### config.mk
export PLATFORM = sky130hd
export DESIGN_NAME = pixel_rotate_core
export DESIGN_NICKNAME = d
export VERILOG_FILES = /design/src/design/pixel_rotate_pkg.sv /design/src/design/buffer_word_addr.sv /design/src/design/pixel_rotate_core.sv /design/src/design/rotate_addr_map.sv /design/src/design/tile_sequencer.sv
export VERILOG_INCLUDE_DIRS = /design/src /design/src/design
export SDC_FILE = /design/constraint.sdc
export NUM_CORES = 1
export LEC_CHECK = 0
export ABC_AREA = 0
export BUFFER_PORTS_ARGS = -buffer_cell sky130_fd_sc_hd__buf_2
export CAP_MARGIN = 0
export CORE_MARGIN = 1.5
export CORE_UTILIZATION = 50
export DETAILED_ROUTE_END_ITERATION = 10
export PLACE_DENSITY_LB_ADDON = 0.25
export SLEW_MARGIN = 10
export SYNTH_ARGS = -nofsm -noshare
export SYNTH_HDL_FRONTEND = slang
export SYNTH_SLANG_ARGS = --single-unit
### constraint.sdc
create_clock -name I_CP_HCLK -period 2.2 [get_ports I_CP_HCLK]
set_input_delay 0.11 -clock I_CP_HCLK [delete_from_list [all_inputs] [get_ports I_CP_HCLK]]
set_output_delay 0.11 -clock I_CP_HCLK [all_outputs]
set_load 0.02 [all_outputs]
### src/design/pixel_rotate_settings.svh
// tile geometry and buffer address widths, included by the rotation engine RTL and testbench
`ifndef PIXEL_ROTATE_SETTINGS_SVH
`define PIXEL_ROTATE_SETTINGS_SVH

// pixels along one side of a square tile
`define ROT_TILE_SIDE 8

// pixels in one tile, one DMA beat each
`define ROT_TILE_PIXELS 64

// RGB, one byte per channel
`define ROT_BYTES_PER_PIXEL 3

// input and output buffers are 32 bits wide
`define ROT_WORD_BYTES 4

// byte and word addresses into either buffer
// a tile is 192 bytes, so 8 bits cover it
`define ROT_ADDR_W 8

// beat index within a phase, 0 to 63
`define ROT_COUNT_W 6

// G and B of a pixel sit at the red byte address plus one and plus two
// every 8 pixels fill 24 bytes, i.e. 6 buffer words

`endif

### src/design/pixel_rotate_pkg.sv
// phase and rotation angle types shared by the rotation address engine, referenced by scoped name
`default_nettype none

package pixel_rotate_pkg;

    // engine phases
    // idle waits for the first DMA beat, then read and write alternate per tile
    typedef enum logic [1:0]
    {
        PHASE_IDLE  = 2'd0,
        PHASE_READ  = 2'd1,
        PHASE_WRITE = 2'd2
    } rot_phase_e;

    // rotation angle as driven on I_CP_DEGREES
    // the direction input picks ccw or cw for 90 and 270
    typedef enum logic [1:0]
    {
        DEG_0   = 2'd0,
        DEG_90  = 2'd1,
        DEG_180 = 2'd2,
        DEG_270 = 2'd3
    } rot_angle_e;

endpackage

`default_nettype wire

### src/design/buffer_word_addr.sv
// word address counter for one pixel buffer, advancing per DMA beat with the RGB packing hold
`default_nettype none
`timescale 1ns/1ps

`include "pixel_rotate_settings.svh"

module buffer_word_addr
(
    input  wire                    I_CP_HCLK,
    input  wire                    I_CP_HRESET_N,
    input  wire                    enable,
    input  wire                    beat_take,
    input  wire [`ROT_COUNT_W-1:0] beat,
    input  wire                    tile_restart,
    output logic [`ROT_ADDR_W-1:0] word_addr
);

    logic [`ROT_ADDR_W-1:0] word_q;
    logic                   hold_word;
    logic [`ROT_ADDR_W-1:0] word_step;

    // 8 pixels = 24 bytes = 6 words, so two beats per row reuse a word
    // the skipped beats are the ones at column 5 and 6
    assign hold_word = (beat[2:0] == 3'd5) || (beat[2:0] == 3'd6);
    assign word_step = hold_word ? '0 : `ROT_ADDR_W'(1);

    // outside its own phase the counter reads as 0
    // first cycle of a new tile also starts from word 0
    always_comb
    begin
        if (enable && !tile_restart)
            word_addr = word_q;
        else
            word_addr = '0;
    end

    always_ff @(posedge I_CP_HCLK)
    begin
        if (!I_CP_HRESET_N)
        begin
            word_q <= '0;
        end
        else if (!enable)
        begin
            // idle or the other phase, also covers stop
            word_q <= '0;
        end
        else if (beat_take)
        begin
            word_q <= word_addr + word_step;
        end
        else
        begin
            word_q <= word_addr;
        end
    end

endmodule

`default_nettype wire

### src/design/pixel_rotate_core.sv
// top of the image rotation address engine, generates buffer addresses per DMA beat
`default_nettype none
`timescale 1ns/1ps

`include "pixel_rotate_settings.svh"

module pixel_rotate_core
(
    input  wire                          I_CP_HCLK,
    input  wire                          I_CP_HRESET_N,
    input  wire                          I_CP_DMA_READY,
    input  wire                          I_CP_STOP,
    input  wire                          I_CP_DIRECTION,
    input  wire [1:0]                    I_CP_DEGREES,
    output pixel_rotate_pkg::rot_phase_e phase,
    output logic [`ROT_ADDR_W-1:0]       in_word_addr,
    output logic [`ROT_ADDR_W-1:0]       out_word_addr,
    output logic [`ROT_ADDR_W-1:0]       rot_pixel_addr
);

    logic [`ROT_COUNT_W-1:0]      beat;
    logic                         tile_restart;
    logic                         read_en;
    logic                         write_en;
    logic [`ROT_ADDR_W-1:0]       map_addr;
    pixel_rotate_pkg::rot_angle_e angle;

    assign angle    = pixel_rotate_pkg::rot_angle_e'(I_CP_DEGREES);
    assign read_en  = (phase == pixel_rotate_pkg::PHASE_READ);
    assign write_en = (phase == pixel_rotate_pkg::PHASE_WRITE);

    // rotated address only matters while pixels move into the output buffer
    assign rot_pixel_addr = read_en ? map_addr : '0;

    tile_sequencer i_sequencer
    (
        .I_CP_HCLK     (I_CP_HCLK),
        .I_CP_HRESET_N (I_CP_HRESET_N),
        .dma_ready     (I_CP_DMA_READY),
        .stop          (I_CP_STOP),
        .phase         (phase),
        .beat          (beat),
        .tile_restart  (tile_restart)
    );

    rotate_addr_map i_rot_map
    (
        .beat           (beat),
        .degrees        (angle),
        .direction      (I_CP_DIRECTION),
        .rot_pixel_addr (map_addr)
    );

    // input buffer side, words fetched during read
    buffer_word_addr i_in_words
    (
        .I_CP_HCLK     (I_CP_HCLK),
        .I_CP_HRESET_N (I_CP_HRESET_N),
        .enable        (read_en),
        .beat_take     (I_CP_DMA_READY),
        .beat          (beat),
        .tile_restart  (tile_restart),
        .word_addr     (in_word_addr)
    );

    // output buffer side, words drained during write
    buffer_word_addr i_out_words
    (
        .I_CP_HCLK     (I_CP_HCLK),
        .I_CP_HRESET_N (I_CP_HRESET_N),
        .enable        (write_en),
        .beat_take     (I_CP_DMA_READY),
        .beat          (beat),
        .tile_restart  (tile_restart),
        .word_addr     (out_word_addr)
    );

endmodule

`default_nettype wire

### src/design/rotate_addr_map.sv
// maps the beat index to the output-buffer byte address of the rotated pixel
`default_nettype none
`timescale 1ns/1ps

`include "pixel_rotate_settings.svh"

module rotate_addr_map
(
    input  wire [`ROT_COUNT_W-1:0]       beat,
    input  pixel_rotate_pkg::rot_angle_e degrees,
    input  wire                          direction,
    output logic [`ROT_ADDR_W-1:0]       rot_pixel_addr
);

    logic [2:0]              row;
    logic [2:0]              col;
    logic [`ROT_COUNT_W-1:0] idx_quarter_ccw;
    logic [`ROT_COUNT_W-1:0] idx_three_quarter_ccw;
    logic [`ROT_COUNT_W-1:0] idx_half;
    logic [`ROT_COUNT_W-1:0] pixel_idx;
    logic [`ROT_ADDR_W-1:0]  idx_times_two;

    // pixels arrive in raster order with 8 per row
    assign row = beat[`ROT_COUNT_W-1:3];
    assign col = beat[2:0];

    // ccw 90 puts source column c in row 7-c and source row r in column r
    assign idx_quarter_ccw = {3'(`ROT_TILE_SIDE - 1) - col, row};

    // ccw 270 puts source column c in row c and source row r in column 7-r
    assign idx_three_quarter_ccw = {col, 3'(`ROT_TILE_SIDE - 1) - row};

    // 180 walks the tile backwards as 63 - k
    assign idx_half = `ROT_COUNT_W'(`ROT_TILE_PIXELS - 1) - beat;

    always_comb
    begin
        case (degrees)
            pixel_rotate_pkg::DEG_0:
                pixel_idx = beat;
            pixel_rotate_pkg::DEG_90:
            begin
                // direction high is counter-clockwise
                if (direction)
                    pixel_idx = idx_quarter_ccw;
                else
                    pixel_idx = idx_three_quarter_ccw;
            end
            pixel_rotate_pkg::DEG_180:
                pixel_idx = idx_half;
            pixel_rotate_pkg::DEG_270:
            begin
                if (direction)
                    pixel_idx = idx_three_quarter_ccw;
                else
                    pixel_idx = idx_quarter_ccw;
            end
            default:
                pixel_idx = beat;
        endcase
    end

    // three bytes per pixel give index * 3 as a shift plus an add
    // largest address is 63 * 3 = 189 and fits in 8 bits
    assign idx_times_two  = `ROT_ADDR_W'(pixel_idx) << 1;
    assign rot_pixel_addr = idx_times_two + `ROT_ADDR_W'(pixel_idx);

endmodule

`default_nettype wire

### src/design/tile_sequencer.sv
// phase FSM and beat counter of the rotation engine, paced by DMA ready beats and stop
`default_nettype none
`timescale 1ns/1ps

`include "pixel_rotate_settings.svh"

module tile_sequencer
(
    input  wire                          I_CP_HCLK,
    input  wire                          I_CP_HRESET_N,
    input  wire                          dma_ready,
    input  wire                          stop,
    output pixel_rotate_pkg::rot_phase_e phase,
    output logic [`ROT_COUNT_W-1:0]      beat,
    output logic                         tile_restart
);

    logic                         beat_taken;
    logic                         last_beat;
    pixel_rotate_pkg::rot_phase_e phase_next;

    // no acknowledge on the DMA side, ready alone is the strobe
    assign beat_taken = dma_ready && !stop;
    assign last_beat  = (beat == `ROT_COUNT_W'(`ROT_TILE_PIXELS - 1));

    always_comb
    begin
        phase_next = phase;
        case (phase)
            pixel_rotate_pkg::PHASE_IDLE:
            begin
                // first beat only wakes the engine, read starts at beat 0
                if (beat_taken)
                    phase_next = pixel_rotate_pkg::PHASE_READ;
            end
            pixel_rotate_pkg::PHASE_READ:
            begin
                if (beat_taken && last_beat)
                    phase_next = pixel_rotate_pkg::PHASE_WRITE;
            end
            pixel_rotate_pkg::PHASE_WRITE:
            begin
                // next tile goes straight back to read
                if (beat_taken && last_beat)
                    phase_next = pixel_rotate_pkg::PHASE_READ;
            end
            default:
                phase_next = pixel_rotate_pkg::PHASE_IDLE;
        endcase
        // stop wins over any beat
        if (stop)
            phase_next = pixel_rotate_pkg::PHASE_IDLE;
    end

    always_ff @(posedge I_CP_HCLK)
    begin
        if (!I_CP_HRESET_N)
            phase <= pixel_rotate_pkg::PHASE_IDLE;
        else
            phase <= phase_next;
    end

    // beat index wraps 63 -> 0 together with the phase flip
    always_ff @(posedge I_CP_HCLK)
    begin
        if (!I_CP_HRESET_N)
            beat <= '0;
        else if (stop)
            beat <= '0;
        else if (beat_taken && (phase != pixel_rotate_pkg::PHASE_IDLE))
            beat <= beat + 1'b1;
    end

    // one cycle pulse at the start of every new read or write phase
    always_ff @(posedge I_CP_HCLK)
    begin
        if (!I_CP_HRESET_N)
            tile_restart <= 1'b0;
        else
            tile_restart <= beat_taken && last_beat &&
                            (phase != pixel_rotate_pkg::PHASE_IDLE);
    end

endmodule

`default_nettype wire

; After elaboration in Yosys (flattened, before gate mapping)
; Index checks and enable logic that the tools add are counted.
[op_classes]
mux = 13
bitwise = 1
n_addsub = 7
reduce_logical = 16
n_eq_ne = 11
[ops]
columns = operator, count
row1 = 8-bit two-way mux, 5
row2 = 6-bit one-hot mux with 4 select lines, 1
row3 = 8-bit adder, 2
row4 = 6-bit two-way mux, 2
row5 = 7-bit by 6-bit adder with 8-bit output, 1
row6 = 6-bit by 1-bit adder with 6-bit output (second input constant), 1
row7 = 2-bit equality test (second input constant), 3
row8 = 3-bit equality test (second input constant), 2
row9 = 6-bit equality test (second input constant), 1
row10 = 1-bit logical AND, 6
row11 = 2-bit two-way mux, 3
row12 = 2-bit one-hot mux with 3 select lines, 1
row13 = 3-bit subtractor (first input constant), 2
row14 = 6-bit subtractor (first input constant), 1
row15 = 2-bit by 1-bit equality test with 1-bit output (second input constant), 2
row16 = 2-bit zero test, 2
row17 = 2-bit inequality test (second input constant), 2
row18 = 2-bit AND reduction, 2
row19 = 3-bit AND reduction, 1
row20 = 1-bit zero test, 2
row21 = 2-bit by 1-bit inequality test with 1-bit output (second input constant), 1
row22 = 2-bit nonzero test, 1
row23 = 2-bit OR reduction, 1
row24 = 1-bit logical OR, 1
row25 = other kinds (2), 2
[word_totals]
inputBits = 7
ff_bits = 25
word_cells = 53
output_inout_bits = 26

; Longest topological paths before layout
[depth]
depth_word = 5
mapped_depth = 12
depth_no_buf = 11

; Cells and area by module
; Synthesis repeated with hierarchy kept, for this count alone.
[hier_totals]
cells_unflattened = 219
hier_area_um2 = 1855.5
[modules_own_cells]
columns = mod, area_each_um2, cells_per_inst, n_inst
row1 = buffer_word_addr, 441.7, 53, 2
row2 = tile_sequencer, 483.0, 55, 1
row3 = rotate_addr_map, 406.6, 48, 1
row4 = pixel_rotate_core, 82.6, 10, 1

; Worst setup path before layout
; Ideal clock, no wire load.
[synth_timing]
path_type = reg2out
start = register i_sequencer.beat[4]
end = output rot_pixel_addr[5]
required_ps = 2090
stages_incl_launch_ff = 12
t_arrival_ps = 2379
slack_ps = -289
path_buffers = 0
cell_sequence = dfxtp_1 -> xor2_1 -> nor2_1 -> a21oi_1 -> xnor2_1 -> ha_1 -> inv_1 -> fa_1 -> nor2b_1 -> o21a_1 -> nor3_1 -> nor3_1
[synth_between]
elab_chain_len = 5
elab_cells_between_ends = 7
[synth_lines]
columns = item, line
row1 = from (decl), tile_sequencer.sv:14  ; output logic [`ROT_COUNT_W-1:0] beat,
row2 = from (signal assigned), tile_sequencer.sv:71  ; beat <= beat + 1'b1;
row3 = 3-bit subtractor, rotate_addr_map.sv:31  ; assign idx_three_quarter_ccw = {col, 3'(`ROT_TILE_SIDE - 1) - row};
row4 = 6-bit two-way mux (on tied branches), "rotate_addr_map.sv:53, rotate_addr_map.sv:44"
row5 = 6-bit one-hot mux with 4 select lines (*), rotate_addr_map.sv:38  ; case (degrees)
row6 = 7-bit by 6-bit adder with 8-bit output (*), rotate_addr_map.sv:66  ; assign rot_pixel_addr = idx_times_two + `ROT_ADDR_W'(pixel_idx);
row7 = 8-bit two-way mux (*), pixel_rotate_core.sv:33  ; assign rot_pixel_addr = read_en ? map_addr : '0;
row8 = to (decl), pixel_rotate_core.sv:18  ; output logic [`ROT_ADDR_W-1:0] rot_pixel_addr
; Mark *: on every way between the ends. The rest lies on a longest branch, timed or not.

; Final worst setup path
; Ends and elaborated chain as after synthesis.

==> summary.md <==
| Metric | Value |
|---|---|
| VDD IR-drop max | about 0.4 mV |
| Sequential area share after synthesis | 27.6% |
| Min-delay src | I_CP_HRESET_N |
| Max clock buf depth | 2 |
| CP dominant cell by count | nor3_2 |
| Data arrival, critical path | 2540 ps |
| Core ar. | between 0.003 and 0.004 mm² |
| Post-synthesis sequential element count | 25 |
| Root Buffer | clkbuf_4 |
| CP max stage delay | 370 ps |
| Most frequent cells in the layout | nor2_1, buf_4, buf_2 |
| Worst Setup End Kind | primary output |
| Fin crit period | ~2600 ps |
| Status | complete, but fails checks |
| Relative slew margins | 74.8% |
| Worst-margin pin slew | between 300 and 400 ps |
| Clock Power Share | between 20% and 30% |
| Final setup vio count | 6 |
| RSZ-0062 raised after global routing | yes |
| Fraction of registers with async set/reset | 0% |
| Mean Syn Cell Area | 8.20 µm² |
| Largest net degree at the start of global routing | 18 |
| Cells after DPL | 311 |
| Number of port buffers | 32 |
| Post-Syn Instances | 221 |
| Final hold violations | 0 |
| Sequential power share | 46.1% |
| Post-CTS Hold Fix Bufs | 0 |
| Layout Skew | about 14 ps |
| Vias per cell | 5.33 |
| Post-synth EDFFs | 0 |
| Gr usage total | 19.8% |
| Highest-delay cell along the critical path | fa_2 |
| Worst-path clk slew | about 140 ps |
| Ys flop type | dfxtp_1 |
| R2r setup slk | 240 ps |
| Die W | 63.2 µm |
| Ports | 33 |
| Net Count, Synth | 242 |
| CP Class | reg -> out |
| Hpwl dp | 2.78 mm |
| Maxcap violations | 0 |
| Layout cells sized above 1 | roughly 38% |
| Vias in the first global route | 1,530 |
| Required time of the critical path | ~2100 ps |
| Leakage | ~1 nW |
| Clk_lat worst skew | 340 ps |
| Hold Path Class | in -> reg |
| RePlAce Congestion | 0.858 |
| Fin Hold WS | 95.0 ps |
| Crit Reg-Reg Startpoint | i_sequencer.beat[1]$_SDFFE_PP0P_ |
| Row count | 21 |
| Slew Viols, Final | 0 |
| Cells on worst reg2reg path | 10 |
| Via count | 1,711 |
| Commonest non-fill, non-tap cell in the layout | nor2_1 |
| CTS tree | built |
| Distinct cells, synth | 44 |
| Routed WL per cell | 13.5 µm |
| CP cell instances | xor2_1 -> nor2_1 -> a21oi_2 -> xnor2_2 -> ha_2 -> inv_2 -> fa_2 -> nor2b_2 -> o21a_1 -> nor3_2 -> nor3_2 -> buf_4 |
| Chip height | 63.2 µm |
| CTS H-Tree Depth | 1 |
| Power density over the cells | 421 mW/mm² |
| CP Max Fanout | 3 |
| Drt pass-1 iters | 6 |
| Die Area | between 0.003 and 0.004 mm² |
| Part of the cycle the worst path needs | 120% |
| Hold depth | 2 |
| WHS Endpoint | i_sequencer.tile_restart$_SDFF_PN0_ |
| Clk sink count | 25 |
| Post-Route WL | 4.33 mm |
| Nets | 297 |
| Antenna violations before repair | 0 |
| Area Growth Syn to Fin | 29.4% |
| Startpoint Class | flop |
| Post-Syn Area | 0.00181 mm² |
| Int Pwr | 0.000679 W |
| Total Negative Setup Slacks | -1820 ps |
| Peak Freq | 377 MHz |
| Grt ovf | 0 |
| First-pass GRT wire length | between 6 and 7 mm |
| DRT antenna net count | 0 |
| Fin worst setup slack | -450 ps |
| Proportion of power drawn by combinational gates | 31.5% |
| Finished Layout Cells | approximately 320 |
| Initial core utilization | 53.1% |
| Util after Layout | 68.7% |
| Worst R2R End | i_in_words.word_q[6]$_SDFF_PN0_ |
| CTS buffer count | 3 |
| DRC errors left | 0 |
| Sw power | 0.000310 W |
| DRT iter0 DRCs | 74 |
| Sw Share | 31.3% |
| Ys Warns | 0 |
| # diodes | 0 |
| Failing checks | negative setup slack |
==> registers in the layout, indices dropped and copies added, names as in the netlist <==
name	flops
i_sequencer.beat	6
i_sequencer.tile_restart	1
i_out_words.word_q	8
i_sequencer.phase	2
i_in_words.word_q	8
==> what timing repair did <==
item | 4_1_cts | 5_1_grt
resized for setup | 21 | 11
pin swaps | 11 | 9
setup endpoints to repair | 6 | 7
buffers inserted | 4 | 6
==> final cells by class <==
class	instances	area [µm²]
clock buffers	3	22.5
clock inverters	1	7.51
fillers	268	1070
inverters	7	26.3
multi-input cells	178	1340
flip-flops and latches	25	505
well taps	46	57.6
repair buffers	61	390
==> logic make-up (layout without fill, tap and decap cells) <==
logic type,after synthesis,after routing,synth area share [%]
DFF,25,25,27.6
and+or+nand+nor,105,105,31.7
xor gates and xnor gates,30,30,14.5
adders and majority gates,14,14,10.1
muxes,2,2,1.10
buffers and inverters,18,72,5.52
AOI/OAI and AO/OA,27,27,9.46
==> metal layers <==
metal / wire length [µm] / GRT usage (%)
met2: 2070 / 33.4
met5: 0 / 0
met1: 1930 / 26.0
met3: 149 / 4.11
met4: 174 / 4.62
==> worst max-delay path: cells and delay by family, from the launching register on <==
family	cells	cell delay, ps
AO/OA/AOI/OAI	2	350
XOR/XNOR	2	290
adder cells (fa/ha/maj)	2	590
buffers and inverters	2	210
flip-flops	1	360
AND/OR/NAND/NOR	4	410
==> power groups by stage <==
| stage | clock, W | sequential (W) | combinational, W |
|---|---|---|---|
| after CTS | 0.000224 | 0.000456 | 0.000241 |
| after floorplan | 0 | 0.000466 | 0.000144 |
| after global routing | 0.000237 | 0.000456 | 0.000338 |
| after global placement | 0 | 0.000466 | 0.000204 |
| after detailed placement | 0 | 0.000466 | 0.000208 |
| final | 0.000221 | 0.000456 | 0.000312 |
==> cell usage after synthesis (2+ instances only) <==
master | count | share of area [%]
nor2_1 | 35 | 7.2
o21ai_0 | 5 | 1.4
dfxtp_1 | 25 | 28
nand3_1 | 8 | 2.2
a211oi_1 | 3 | 1.2
mux2i_1 | 2 | 1.1
nor3b_1 | 6 | 2.5
nand2_1 | 9 | 1.9
and2_1 | 11 | 3.8
a21oi_1 | 9 | 2.5
nor4_1 | 3 | 1.0
nor3_1 | 6 | 1.7
buf_2 | 4 | 1.1
ha_1 | 13 | 9.0
nand2b_1 | 5 | 1.7
nor2b_1 | 2 | 0.69
xor2_1 | 13 | 6.3
o21a_1 | 2 | 0.83
buf_6 | 3 | 1.9
nand4_1 | 5 | 1.7
xnor2_1 | 17 | 8.2
and2_2 | 5 | 2.1
inv_1 | 7 | 1.4
and3_1 | 3 | 1.0
==> worst max path at each step <==
stage,end,slack [ps],cells after the start,startpoint
after floorplan,rot_pixel_addr[5],-30,11,i_sequencer.beat[4]$_SDFFE_PP0P_
final,rot_pixel_addr[5],-450,12,i_sequencer.beat[4]$_SDFFE_PP0P_
after detailed placement,rot_pixel_addr[7],-110,12,i_sequencer.beat[4]$_SDFFE_PP0P_
after global routing,rot_pixel_addr[5],-610,12,i_sequencer.beat[4]$_SDFFE_PP0P_
after CTS,rot_pixel_addr[5],-400,12,i_sequencer.beat[4]$_SDFFE_PP0P_
after global placement,rot_pixel_addr[7],-40,12,i_sequencer.beat[4]$_SDFFE_PP0P_
==> through the flow <==
stage	instance area [µm²]	worst slack [ps]	total power (W)
after CTS	2270	-396	0.000921
after detailed placement	2150	-111	0.000674
after floorplan	1830	-33.7	0.000610
after global routing	2350	-605	0.00103
after global placement	2150	-42.6	0.000670
final	2350	-450	0.000989
No activity file was read; power rests on OpenSTA's default activity.
